`config.mk`:
```
export PLATFORM = sky130hd
export DESIGN_NAME = msx_cart
export DESIGN_NICKNAME = d
export VERILOG_FILES = /design/src/msx_cart_pkg.sv /design/src/cart_ascii8.sv /design/src/cart_ascii16.sv /design/src/cart_mapper_sel.sv /design/src/cart_mem_req.sv /design/src/msx_cart.sv
export SDC_FILE = /design/constraint.sdc
export NUM_CORES = 1
export LEC_CHECK = 0
export BUFFER_PORTS_ARGS = -buffer_cell sky130_fd_sc_hd__buf_4
export CAP_MARGIN = 20
export CORE_UTILIZATION = 50
export CTS_CLUSTER_SIZE = 25
export DETAILED_ROUTE_END_ITERATION = 8
export HOLD_SLACK_MARGIN = 0.06
export PLACE_DENSITY = 0.69
export SYNTH_ARGS = -nofsm -noshare
export SYNTH_HDL_FRONTEND = slang
export SYNTH_SLANG_ARGS = --single-unit
```
`constraint.sdc`:
```
create_clock -name clk -period 6.5 [get_ports clk]
set_input_delay 1.3 -clock clk [delete_from_list [all_inputs] [get_ports clk]]
set_output_delay 1.3 -clock clk [all_outputs]
set_load 0.1 [all_outputs]
```
`src/msx_cart_pkg.sv`:
```
`default_nettype none

package msx_cart_pkg;

    typedef enum logic [2:0] {
        MAPPER_NONE,
        MAPPER_ASCII8,
        MAPPER_KOEI,
        MAPPER_WIZARDY,
        MAPPER_ASCII16
    } mapper_typ_t;

    typedef logic [15:0] cpu_addr_t;
    typedef logic [7:0]  cpu_data_t;
    typedef logic [7:0]  bank_t;
    typedef logic [26:0] mem_addr_t;
    typedef logic [24:0] rom_size_t;   // bytes
    typedef logic [15:0] sram_size_t;  // 256-byte units

    typedef struct packed {
        logic      mreq;
        logic      rd;
        logic      wr;
        cpu_addr_t addr;
        cpu_data_t data;
    } cpu_bus_t;

    typedef struct packed {
        mapper_typ_t mapper;
        rom_size_t   rom_size;
        sram_size_t  sram_size;
    } cart_cfg_t;

    typedef struct packed {
        mem_addr_t addr;
        logic      rnw;
        logic      ram_cs;
        logic      sram_cs;
    } mem_map_t;

    typedef struct packed {
        logic     valid;
        mem_map_t map;
    } mem_req_t;

    localparam mem_addr_t ADDR_IDLE         = '1;
    localparam bank_t     SRAM_BIT_WIZARDY  = 8'h80;
    localparam bank_t     SRAM_PAGES_ASCII8 = 8'h30; // pages 4,5
    localparam bank_t     SRAM_PAGES_KOEI   = 8'h34; // pages 2,4,5

endpackage

`default_nettype wire

```
`src/cart_ascii8.sv`:
```
`default_nettype none

module cart_ascii8 (
    input  wire                          clk,
    input  wire                          reset,
    input  wire msx_cart_pkg::cpu_bus_t  cpu,
    input  wire msx_cart_pkg::cart_cfg_t cfg,
    input  wire                          mapper_id,
    output msx_cart_pkg::mem_map_t       map
);
    import msx_cart_pkg::*;

    logic       family_en;
    logic       mode_wizardy;
    logic       mode_koei;
    logic       cs;
    logic       reg_wr;
    logic       sram_exists;
    logic       sram_req;
    bank_t      sram_mask;
    bank_t      sram_bit;
    bank_t      sram_pages;
    logic [1:0] region;
    logic [1:0] slot;
    logic [7:0] page_bit;
    logic       sram_sel;
    mem_addr_t  rom_addr;
    mem_addr_t  sram_addr;

    bank_t      bank_r      [2][4];
    bank_t      sram_bank_r [2][4];
    logic [7:0] sram_en_r   [2];       // one bit per 8 KB page

    assign mode_wizardy = (cfg.mapper == MAPPER_WIZARDY);
    assign mode_koei    = (cfg.mapper == MAPPER_KOEI);
    assign family_en    = (cfg.mapper == MAPPER_ASCII8) | mode_koei | mode_wizardy;
    assign cs           = cpu.mreq & family_en & (^cpu.addr[15:14]); // 0x4000-0xbfff
    assign reg_wr       = cs & cpu.wr & (cpu.addr[15:13] == 3'b011);

    assign sram_exists = (cfg.sram_size != '0);
    assign sram_mask   = (cfg.sram_size[10:3] != 8'd0) ? cfg.sram_size[10:3] - 8'd1 : 8'd0;
    assign sram_bit    = mode_wizardy ? SRAM_BIT_WIZARDY : cfg.rom_size[20:13];
    assign sram_pages  = mode_koei ? SRAM_PAGES_KOEI : SRAM_PAGES_ASCII8;
    assign sram_req    = ((cpu.data & sram_bit) != 8'd0) & sram_exists;

    assign region   = cpu.addr[12:11];
    assign page_bit = 8'b0000_0100 << region;   // region 0 is page 2
    assign slot     = {cpu.addr[15], cpu.addr[13]};

    always_ff @(posedge clk) begin
        if (reset) begin
            for (int i = 0; i < 2; i++) begin
                sram_en_r[i] <= '0;
                for (int j = 0; j < 4; j++) begin
                    bank_r[i][j]      <= '0;
                    sram_bank_r[i][j] <= '0;
                end
            end
        end else if (reg_wr) begin
            if (sram_req) begin
                sram_en_r[mapper_id]           <= sram_en_r[mapper_id] | (page_bit & sram_pages);
                sram_bank_r[mapper_id][region] <= cpu.data & sram_mask;
            end else begin
                sram_en_r[mapper_id]      <= sram_en_r[mapper_id] & ~page_bit;
                bank_r[mapper_id][region] <= cpu.data;
            end
        end
    end

    assign sram_sel  = sram_en_r[mapper_id][cpu.addr[15:13]];
    assign rom_addr  = {6'd0, bank_r[mapper_id][slot], cpu.addr[12:0]};
    assign sram_addr = {6'd0, sram_bank_r[mapper_id][slot], cpu.addr[12:0]};

    always_comb begin
        map.addr    = cs ? (sram_sel ? sram_addr : rom_addr) : ADDR_IDLE;
        map.sram_cs = cs & sram_sel;
        map.ram_cs  = cs & ~sram_sel & cpu.rd & (rom_addr < {2'b00, cfg.rom_size});
        map.rnw     = ~(cs & sram_sel & cpu.wr); // only sram takes writes
    end

endmodule

`default_nettype wire

```
`src/cart_ascii16.sv`:
```
`default_nettype none

module cart_ascii16 (
    input  wire                          clk,
    input  wire                          reset,
    input  wire msx_cart_pkg::cpu_bus_t  cpu,
    input  wire msx_cart_pkg::cart_cfg_t cfg,
    input  wire                          mapper_id,
    output msx_cart_pkg::mem_map_t       map
);
    import msx_cart_pkg::*;

    logic      cs;
    logic      wr_lo;
    logic      wr_hi;
    mem_addr_t rom_addr;

    bank_t     bank_r [2][2];   // [mapper_id][16 KB page]

    assign cs    = cpu.mreq & (cfg.mapper == MAPPER_ASCII16) & (^cpu.addr[15:14]);
    assign wr_lo = cs & cpu.wr & (cpu.addr[15:11] == 5'b01100); // 0x6000-0x67ff
    assign wr_hi = cs & cpu.wr & (cpu.addr[15:11] == 5'b01110); // 0x7000-0x77ff

    always_ff @(posedge clk) begin
        if (reset) begin
            for (int i = 0; i < 2; i++) begin
                bank_r[i][0] <= '0;
                bank_r[i][1] <= '0;
            end
        end else begin
            if (wr_lo) begin
                bank_r[mapper_id][0] <= cpu.data;
            end
            if (wr_hi) begin
                bank_r[mapper_id][1] <= cpu.data;
            end
        end
    end

    // addr[15] splits 0x4000-0x7fff from 0x8000-0xbfff
    assign rom_addr = {5'd0, bank_r[mapper_id][cpu.addr[15]], cpu.addr[13:0]};

    always_comb begin
        map.addr    = cs ? rom_addr : ADDR_IDLE;
        map.ram_cs  = cs & cpu.rd & (rom_addr < {2'b00, cfg.rom_size});
        map.sram_cs = 1'b0;
        map.rnw     = 1'b1;
    end

endmodule

`default_nettype wire

```
`src/cart_mapper_sel.sv`:
```
`default_nettype none

module cart_mapper_sel (
    input  wire msx_cart_pkg::mapper_typ_t mapper,
    input  wire msx_cart_pkg::mem_map_t    ascii8_map,
    input  wire msx_cart_pkg::mem_map_t    ascii16_map,
    output msx_cart_pkg::mem_map_t         map
);
    import msx_cart_pkg::*;

    always_comb begin
        case (mapper)
            MAPPER_ASCII8,
            MAPPER_KOEI,
            MAPPER_WIZARDY: begin
                map = ascii8_map;
            end
            MAPPER_ASCII16: begin
                map = ascii16_map;
            end
            default: begin    // no cartridge mapper
                map.addr    = ADDR_IDLE;
                map.rnw     = 1'b1;
                map.ram_cs  = 1'b0;
                map.sram_cs = 1'b0;
            end
        endcase
    end

endmodule

`default_nettype wire

```
`src/cart_mem_req.sv`:
```
`default_nettype none

module cart_mem_req (
    input  wire                         clk,
    input  wire                         reset,
    input  wire msx_cart_pkg::cpu_bus_t cpu,
    input  wire msx_cart_pkg::mem_map_t map,
    output msx_cart_pkg::mem_req_t      req
);
    import msx_cart_pkg::*;

    logic     mreq_q;
    logic     cycle_start;
    logic     hit;
    logic     valid_r;
    mem_map_t map_r;

    assign cycle_start = cpu.mreq & ~mreq_q;   // rising mreq
    assign hit         = map.ram_cs | map.sram_cs;

    always_ff @(posedge clk) begin
        if (reset) begin
            mreq_q  <= 1'b0;
            valid_r <= 1'b0;
        end else begin
            mreq_q  <= cpu.mreq;
            valid_r <= cycle_start & hit;
        end
    end

    // held until the next strobe
    always_ff @(posedge clk) begin
        if (cycle_start & hit) begin
            map_r <= map;
        end
    end

    assign req.valid = valid_r;
    assign req.map   = map_r;

endmodule

`default_nettype wire

```
`src/msx_cart.sv`:
```
`default_nettype none

module msx_cart (
    input  wire                          clk,
    input  wire                          reset,
    input  wire msx_cart_pkg::cpu_bus_t  cpu,
    input  wire msx_cart_pkg::cart_cfg_t cfg,
    input  wire                          mapper_id,
    output msx_cart_pkg::mem_req_t       req
);
    import msx_cart_pkg::*;

    mem_map_t ascii8_map;
    mem_map_t ascii16_map;
    mem_map_t sel_map;

    cart_ascii8 i_ascii8 (
        .clk       (clk),
        .reset     (reset),
        .cpu       (cpu),
        .cfg       (cfg),
        .mapper_id (mapper_id),
        .map       (ascii8_map)
    );

    cart_ascii16 i_ascii16 (
        .clk       (clk),
        .reset     (reset),
        .cpu       (cpu),
        .cfg       (cfg),
        .mapper_id (mapper_id),
        .map       (ascii16_map)
    );

    cart_mapper_sel i_mapper_sel (
        .mapper      (cfg.mapper),
        .ascii8_map  (ascii8_map),
        .ascii16_map (ascii16_map),
        .map         (sel_map)
    );

    cart_mem_req i_mem_req (
        .clk   (clk),
        .reset (reset),
        .cpu   (cpu),
        .map   (sel_map),
        .req   (req)
    );

endmodule

`default_nettype wire

```
==> metrics, run 1 <==
Num CTS Buffers=21; Setup TNS Final=0 ns; fmax=224 MHz; CP max-delay cell=buf_4; Max-slew headroom=0.269; first-pass detailed-route iteration total=5; Max Cap Violations=0; Synth cell types=65; sequential share of the synthesized area=0.603; first-pass GRT wire length=37700 um; port bufs=104; Root Driver=clkbuf_16; cells along the critical path=buf_4 > mux4_2 > mux2_2 > ha_1 > and3_1 > nand3_1 > nor3_1 > a31oi_1 > a22oi_1 > a21oi_2 > buf_4; Post-Route WL=25400 um; CTS H-tree depth=1; Vias/cell=5.88; ratio of cells with drive above 1 in the final layout=0.289; largest net degree at the start of global routing=51; Critical Path Start Type=input pin; status=completed; Critical Path Fanout Max=50; vias in the first global route=6475; ANT nets after route=0; worst stage delay on the critical path=0.71 ns; RSZ-0062 raised after global routing=no; clk slew on worst S/H paths=0.06 ns; Avg WL per Cell=23.6 um; Initial Util=0.515; Net Count, Synth=821; crit path time final=4.46 ns; Layout Cells excl Fill=1077; Setup CP Type=in2reg; initial drt markers=522; worst slew pin tran=1.10 ns; Synth area leaders=edfxtp_1 60%, mux4_2 9.8%, and2_1 5.1%, ha_1 3.8%, nor2_1 2.4%; Post-CTS Setup Bufs=0; HP Class=reg2reg; CTS tree=yes; Synth Area per Inst=14.1 um^2; DRC Markers=0; ys async rst share=0; number of synthesized register bits=204; cell count after synthesis=716; Max VDD drop=0.142 mV; die area=20800 um^2; Hold Slack=0.564 ns; final-report setup violation count=0; die width=144 um; Final #Nets=905; Final Max Tran Viols=0; CP dominant cell by count=buf_4; fin crit share=0.686; Final Util=0.592; Pleak=4.40 nW; Area Overhead vs Synth=15.0%; grt ovf=0; fillers=1572; leading area contributor after synthesis=edfxtp_1; Synth Warn #=0; DR vias=6333; n_diodes=0; area fraction of the dominant cell type after synthesis=0.599; Hold Buf Count CTS=0; CTS Sinks=204; worst skew pair latency=0.49 ns; Die Y-Extent=144 um; Clock Skews=0.00867 ns; PostCTS Resize Cnt=0; GR Util All Layers=0.253; DPL Wire Length=17600 um; gp weighted congestion=0.902; total power=2.94 mW; Longest Clk Path Bufs=3; Post-synth EDFFs=202; power density cells=252 nW/um^2; Synth top cells by count=202 x edfxtp_1, 82 x and2_1, 65 x nor2_1, 44 x mux4_2, 31 x ha_1; Critical Path AT=4.68 ns; placed cells=1042; cell area after synthesis=10100 um^2; Hold Vio Cnt, Final=0; most common cell in the synthesized netlist=edfxtp_1; row count=51; I/O Pins=105; Most used DFF post-synth=edfxtp_1; CP required=6.72 ns; initial antenna violation count=0; crit end category=flop; Core Region=19700 um^2
## critical path: cells and delay by family
family / cells / cell delay [ns]
mux: 2 / 0.90
fa+ha+maj: 1 / 0.30
compound gates: 3 / 0.63
buf+inv: 2 / 0.96
simple gates: 3 / 0.54
## cell usage in the layout (no fill, tap or decap), drive strengths merged, types with 3 or more instances in the layout
| cell | count |
|---|---|
| inv | 28 |
| nand2 | 19 |
| a31o | 5 |
| nor2b | 5 |
| or2 | 25 |
| a22oi | 3 |
| nor4b | 3 |
| nor4 | 3 |
| and2 | 82 |
| ha | 31 |
| xor2 | 4 |
| nand3b | 3 |
| mux4 | 44 |
| a21oi | 25 |
| mux2i | 11 |
| a21o | 4 |
| mux2 | 17 |
| edfxtp | 202 |
| and4 | 3 |
| and3 | 20 |
| nand3 | 12 |
| clkinv | 9 |
| clkbuf | 26 |
| nor2 | 65 |
| nor3 | 10 |
| buf | 108 |
| nand2b | 7 |
| o21ai | 7 |
## cell type report
type                    count  area, um^2  area share
clock buffers              26         544      0.0468
well taps                 265         332      0.0285
clock inverters             9        66.3     0.00570
repair buffers            108         811      0.0697
flip-flops and latches    204        6110       0.525
multi-input cells         436        3670       0.315
inverters                  29         109     0.00935
## per-layer routing
layer | part of all wire | vias up | global-route usage
met3 | 0.080 | 49 | 0.0480
met2 | 0.50 | 261 | 0.427
met4 | 0.035 | 0 | 0.107
li1 | - | 2836 | -
met5 | 0 | - | 0
met1 | 0.39 | 3187 | 0.318
## where the power goes
part           switching, mW  total [mW]  internal [mW]
clock network          0.461        1.09          0.629
logic                  0.190       0.327          0.136
registers             0.0182        1.52           1.50
## kinds of logic after synthesis
group                    share of synthesized area
AO/OA/AOI/OAI                               0.0421
buffers and inverters                       0.0345
XOR/XNOR                                   0.00519
AND/OR/NAND/NOR                              0.148
adder cells (fa/ha/maj)                     0.0383
multiplexers                                 0.129
flip-flops                                   0.603
## flip-flops by register name, indices dropped and copies added, names as in the netlist
register	cells
i_ascii8.sram_en_r	16
i_ascii16.bank_r	32
i_ascii8.bank_r	64
i_mem_req.mreq_q	1
i_ascii8.sram_bank_r	64
i_mem_req.valid_r	1
i_mem_req.req	26
## metrics by stage
stage                     area [um^2]  setup WS, ns
after floorplan                 10100          1.02
after global placement          11000          1.64
after detailed placement        11000          1.52
after CTS                       11600          2.05
after global routing            11600          1.77
final                           11600          2.04
## final timing paths
kind / slack [ns] / depth (start not counted) / from / endpoint
max: 2.04 / 11 / mapper_id / i_mem_req.req[15]
min: 0.56 / 1 / i_ascii8.sram_en_r[1][6] / i_ascii8.sram_en_r[1][6]
max reg2reg: 3.31 / 10 / i_ascii8.bank_r[0][6] / i_mem_req.req[15]
min reg2reg: 0.56 / 1 / i_ascii8.sram_en_r[1][6] / i_ascii8.sram_en_r[1][6]
(Power assumes the default switching activity.)
==> run 2, diff against run 1 <==
==> constraint.sdc (replaced) <==
create_clock -name clk -period 4.6 [get_ports clk]
set_input_delay 0.92 -clock clk [delete_from_list [all_inputs] [get_ports clk]]
set_output_delay 0.92 -clock clk [all_outputs]
set_load 0.1 [all_outputs]
==> run 2 against run 1 <==
Net effect:
- register-to-register slack lost 2.1 ns
- non-clock buffer count grew 8
- via count shrank 0.68%
- sequential share of layout area shrank 0.93 points
- sequential power grew 41%
- combinational power grew 39%
- core utilization grew 1.1 points
- count of clock-buffer cells in the layout is the same
- die area is the same
- routed wire length shrank 3.1%
- hold slack lost 0.010 ns
- design area grew 1.8%
==> metrics, run 2 (synthesis gave the netlist of run 1 again) <==
commonest non-fill, non-tap cell in the layout=edfxtp_1; Root Driver=clkbuf_16; Final Util=0.603 (+0.0107); PostCTS Resize Cnt=0 (unchanged); RSZ-0062 raised after global routing=no; CP Buf/Inv Count=2 (unchanged); ANT nets after route=0 (unchanged); Final Max Tran Viols=0 (unchanged); Max-slew headroom=0.604 (+0.336); I/O Pins=105 (unchanged); crit end category=flop; cell family with most CP delay=compound AO/OA/AOI/OAI gates; cells along the critical path=buf_4 > mux4_2 > mux2_2 > ha_1 > a21o_1 > a221oi_1 > nor2b_1 > nor2_1 > a22oi_1 > a21oi_2 > buf_12; largest net degree at the start of global routing=35 (-31%); power density cells=372 nW/um^2 (+48%); CP required=4.81 ns (-1.91 ns); CTS H-tree depth=1 (unchanged); DPL Wire Length=17400 um (-1.7%); Setup CP Type=in2reg; gp weighted congestion=0.945 (+4.8%); Hold Vio Cnt, Final=0 (unchanged); n_diodes=0 (unchanged); fin crit share=0.838; first-pass detailed-route iteration total=5 (unchanged); Critical Path Start Type=input pin; initial drt markers=517 (-0.96%); M3 GR Usage=0.0318 (-0.0162); die area=20800 um^2 (unchanged); HP Class=reg2reg; Critical Path Fanout Max=24 (-52%); Max VDD drop=0.322 mV (+130%); Num CTS Buffers=22 (+4.8%); Critical Path AT=4.06 ns (-0.62 ns); Max Cap Violations=0 (unchanged); vias in the first global route=6383 (-1.4%); CTS tree=yes; clk slew on worst S/H paths=0.06 ns (about the same); grt ovf=0 (unchanged); Most Crowded Layer GR=met2; final-report setup violation count=0 (unchanged); CTS Sinks=204 (unchanged); Final #Nets=914 (+0.99%); Post-CTS Setup Bufs=0 (unchanged); crit path time final=3.85 ns; DRC Markers=0 (unchanged); Clock Skews=0.00949 ns (+0.000819 ns); die width=144 um (unchanged); Pleak=4.50 nW (+2.2%); CP max-delay cell=mux4_2; GR Util All Layers=0.244 (-0.00816); Avg WL per Cell=22.6 um (-4.2%); status=completed; row count=51 (unchanged); Area Overhead vs Synth=17.1%; Hold Buf Count CTS=0 (unchanged); ratio of cells with drive above 1 in the final layout=0.305 (+0.0160); Core Region=19700 um^2 (unchanged); Initial Util=0.515 (unchanged); worst stage delay on the critical path=0.57 ns (-0.14 ns); worst skew pair latency=0.51 ns (+0.02 ns); initial antenna violation count=0 (unchanged); Post-Route WL=24600 um (-3.1%); fmax=259 MHz; worst slew pin tran=0.581 ns (-0.516 ns); GRT met2 Usage=0.418 (-0.00936); post-placement cell area=11100 um^2 (+0.66%); DR vias=6290 (-0.68%); Longest Clk Path Bufs=3 (unchanged); Vias/cell=5.77 (-1.9%); Largest regs=i_ascii8.bank_r x64, i_ascii8.sram_bank_r x64, i_ascii16.bank_r x32; port bufs=104 (unchanged); Die Y-Extent=144 um (unchanged); most frequent cells in the layout=202 x edfxtp_1, 115 x buf_4, 82 x and2_1; Setup TNS Final=0 ns (unchanged); met1 usage=0.321 (+0.00313); final instance area=11900 um^2 (+1.8%); first-pass GRT wire length=36900 um (-2.3%); Hold Slack=0.553 ns (-0.0103 ns)
[run 2: changes by cell type in the layout (fill, tap and decap cells not counted), sizes merged]
| cell | previous run | this run |
|---|---|---|
| inv | 28 | 29 |
| bufinv | 1 | 3 |
| clkinvlp | 0 | 4 |
| buf | 108 | 116 |
| clkinv | 9 | 7 |
[run 2: per-stage QoR]
| step | cells | setup slack (ns) | power [mW] |
|---|---|---|---|
| final | 1090 | 0.746 | 4.41 |
| after global routing | 1090 | 0.580 | 4.55 |
| after CTS | 1090 | 0.743 | 4.43 |
| after detailed placement | 1050 | 0.236 | 2.64 |
| after global placement | 1050 | 0.299 | 2.63 |
| after floorplan | 716 | 0.0704 | 2.46 |
[run 2: where the power goes]
part           internal [mW]  leakage, nW  switching, mW
clock                   1.09        0.356          0.721
combinational          0.196         2.20          0.260
sequential              2.12         1.95         0.0276
[run 2: metal layers]
layer / share of wire / routed length, um / vias to the layer above
met1: 0.41 / 9970 / 3109
met3: 0.069 / 1700 / 47
li1: - / - / 2862
met4: 0.026 / 651 / 0
met2: 0.50 / 12300 / 272
met5: 0 / 0 / -
[run 2: area by class of cell]
cell class / count / area (um^2)
repair buffers: 116 / 883
well taps: 265 / 332
fillers: 1515 / 7800
clock inverters: 14 / 161
clock buffers: 26 / 587
multi-input cells: 436 / 3670
flip-flops and latches: 204 / 6110
inverters: 29 / 109
[run 2: final timing paths]
kind / cells past startpoint / slack (ns) / endpoint / start
setup / recovery: 11 / 0.75 / i_mem_req.req[18] / mapper_id
hold / removal: 1 / 0.55 / i_ascii8.sram_en_r[1][6] / i_ascii8.sram_en_r[1][6]
setup reg to reg: 10 / 1.24 / i_mem_req.req[18] / i_ascii8.bank_r[0][30]
hold reg to reg: 1 / 0.55 / i_ascii8.sram_en_r[1][6] / i_ascii8.sram_en_r[1][6]
==> run 3, diff against run 2 <==
--- a/config.mk
+++ b/config.mk
@@ -5,6 +5,7 @@
 export SDC_FILE = /design/constraint.sdc
 export NUM_CORES = 1
 export LEC_CHECK = 0
+export ABC_AREA = 1
 export BUFFER_PORTS_ARGS = -buffer_cell sky130_fd_sc_hd__buf_4
 export CAP_MARGIN = 20
 export CORE_UTILIZATION = 50
==> constraint.sdc (replaced) <==
create_clock -name clk -period 3.6 [get_ports clk]
set_input_delay 0.72 -clock clk [delete_from_list [all_inputs] [get_ports clk]]
set_output_delay 0.72 -clock clk [all_outputs]
set_load 0.1 [all_outputs]
==> run 3 against run 2 <==
Net effect:
- sequential share of layout area down 0.69 points
- register-to-register slack worse by 0.32 ns
- via count up 28%
- synthesized cell count up 45%
- flip-flop and latch count unchanged
- sequential power up 28%
- largest cell class unchanged
- largest power group unchanged
==> metrics, run 3 <==
Pleak=4.89 nW (+8.6%); sequential share of the synthesized area=0.606 (+0.00322); HP Class=in2reg; worst slew pin tran=0.853 ns (+0.272 ns); most frequent cells in the layout=272 x nor2_1, 202 x edfxtp_1, 144 x nand2_1; initial antenna violation count=0 (unchanged); Post-CTS Setup Bufs=0 (unchanged); die width=144 um (-0.26%); fin crit share=0.814; Critical Path Fanout Max=22 (-8.3%); commonest non-fill, non-tap cell in the layout=nor2_1; Synth Warn #=0 (unchanged); combinational share of power=0.108 (+0.005); Sw Ratio=0.237 (+0.00801); crit end category=flop; fin worst setup slack=0.669 ns (-0.0767 ns); gp weighted congestion=0.960 (+1.6%); cell count after synthesis=1035 (+45%); net switching power=1.33 mW (+32%); Layout Cells excl Fill=1432 (+31%); Hold Vio Cnt, Final=0 (unchanged); I/O Pins=105 (unchanged); CTS H-tree depth=1 (unchanged); most common cell in the synthesized netlist=nor2_1; post-placement cell area=11300 um^2 (+1.7%); R2R setup slack=0.92 ns (-0.32 ns); ys async rst share=0 (unchanged); initial drt markers=833 (+61%); final instance area=12000 um^2 (+1.4%); n_diodes=0 (unchanged); Critical Path Start Type=input pin; ratio of cells with drive above 1 in the final layout=0.175 (-0.131); Final #Nets=1258 (+38%); DR vias=8066 (+28%); cell area after synthesis=10100 um^2 (-0.53%); Post-Route WL=27600 um (+12%); Longest Clk Path Bufs=3 (unchanged); worst skew pair latency=0.50 ns (about the same); Die Y-Extent=144 um (-0.26%); grt ovf=0 (unchanged); ANT nets after route=0 (unchanged); power density cells=467 nW/um^2 (+26%); status=completed; fillers=1619 (+6.9%); Vias/cell=5.63 (-2.4%); Largest regs=i_ascii8.bank_r x64, i_ascii8.sram_bank_r x64, i_ascii16.bank_r x32; final-report setup violation count=0 (unchanged); largest net degree at the start of global routing=56 (+60%); Setup CP Type=in2reg; total power=5.61 mW (+27%); Area Overhead vs Synth=19.3%; power share of the clock group=0.403 (-0.007); first-pass GRT wire length=41500 um (+13%); crit path time final=2.93 ns; vias in the first global route=7480 (+17%); PostCTS Resize Cnt=0 (unchanged); Internal=4.28 mW (+26%); first-pass detailed-route iteration total=6 (+1); CP required=3.80 ns (-1.01 ns); DRC Markers=0 (unchanged); row count=51 (unchanged); number of synthesized register bits=204 (unchanged); Post-synth EDFFs=202 (unchanged); Seq pwr share=0.490 (+0.003); Hold Buf Count CTS=0 (unchanged); r2r worst-path depth=17 (+7); Avg WL per Cell=19.3 um (-15%); DPL Wire Length=20200 um (+16%); RSZ-0062 raised after global routing=no; Placement Setup Slack=0.240 ns (+0.00343 ns); die area=20700 um^2 (-0.52%); CTS Sinks=204 (unchanged); clk slew on worst S/H paths=0.06 ns (about the same); critical path endpoint=i_mem_req.req[4]; area fraction of the dominant cell type after synthesis=0.602 (+0.00320); Root Driver=clkbuf_16; Synth Area per Inst=9.73 um^2 (-31%); CTS tree=yes; Max Cap Violations=0 (unchanged); leading area contributor after synthesis=edfxtp_1; Max VDD drop=0.262 mV (-19%); FF-to-FF End=i_mem_req.req[4]; Initial Util=0.514 (-0.00107); Crit. Startpoint=cpu[23]; placed cells=1394 (+33%); port bufs=104 (unchanged); GR Util All Layers=0.272 (+0.0274); Core Region=19600 um^2 (-0.32%); worst flop-to-flop path startpoint=i_ascii8.bank_r[1][24]; Most used DFF post-synth=edfxtp_1; fmax=341 MHz; Final Max Tran Viols=0 (unchanged); Clock Skews=0.00941 ns (-0.0000820 ns); Synth top cells by count=272 x nor2_1, 202 x edfxtp_1, 144 x nand2_1, 91 x o21ai_0, 82 x inv_1; Max-slew headroom=0.432 (-0.173); Critical Path AT=3.13 ns (-0.93 ns); Net Count, Synth=1140 (+39%); Synth cell types=37 (-43%); Num CTS Buffers=22 (unchanged); Synth area leaders=edfxtp_1 60%, nor2_1 10%, nand2_1 5.4%, o21ai_0 4.5%, ha_1 3.9%; Setup TNS Final=0 ns (unchanged)
==> run 3: worst max-delay path, cell delays in order <==
cell      delay (ns)
buf_4           0.20
clkinv_1        0.39
buf_4           0.32
o21ai_0         0.09
o22ai_1         0.12
ha_1            0.32
nand2_1         0.10
nor2_1          0.06
nand2_1         0.06
o211ai_1        0.09
nand2_1         0.08
nand3_1         0.08
nand3_1         0.11
nand2_1         0.09
inv_1           0.12
buf_12          0.18
==> run 3: cell families (layout without fill, tap and decap cells) <==
family,count (synthesis),count (layout),synth area share
compound gates,170,170,0.0972
xor+xnor,2,2,0.00174
fa+ha+maj,31,31,0.0385
buf+inv,136,268,0.0548
flops,204,204,0.606
simple gates,492,492,0.201
==> run 3: worst min path at each step <==
stage	endpoint	start	slack, ns	cells after the start
after global placement	i_mem_req.valid_r	i_mem_req.mreq_q	0.51	3
after detailed placement	i_mem_req.valid_r	i_mem_req.mreq_q	0.51	3
final	i_mem_req.mreq_q	cpu[26]	0.46	3
after floorplan	i_mem_req.valid_r	i_mem_req.mreq_q	0.47	3
after CTS	i_mem_req.mreq_q	cpu[26]	0.45	3
after global routing	i_mem_req.mreq_q	reset	0.49	2
==> run 3: area by class of cell <==
class | instances | area, um^2 | area share
multi-input cells | 695 | 3410 | 0.284
inverters | 87 | 329 | 0.0274
well taps | 265 | 332 | 0.0276
clock buffers | 25 | 583 | 0.0485
repair buffers | 143 | 1110 | 0.0925
clock inverters | 13 | 139 | 0.0116
flip-flops and latches | 204 | 6110 | 0.508
==> run 3: layer usage <==
| metal | wire (um) | track usage |
|---|---|---|
| met5 | 0 | 0 |
| met1 | 11900 | 0.395 |
| met2 | 11800 | 0.410 |
| met4 | 616 | 0.0795 |
| met3 | 3270 | 0.0553 |
==> run 3: power by group through the flow <==
stage / clock network, mW / registers, mW / logic (mW)
finish: 2.26 / 2.75 / 0.604
global route: 2.36 / 2.76 / 0.659
CTS: 2.27 / 2.75 / 0.596
detailed placement: 0 / 2.80 / 0.592
floorplan: 0 / 2.81 / 0.326
global placement: 0 / 2.80 / 0.583
==> run 3: metrics by stage <==
step / hold slack [ns] / utilization
2_1_floorplan: 0.467 / -
3_3_place_gp: 0.505 / 0.576
3_5_place_dp: 0.509 / 0.576
4_1_cts: 0.454 / 0.613
5_1_grt: 0.487 / 0.613
6_report: 0.460 / 0.613
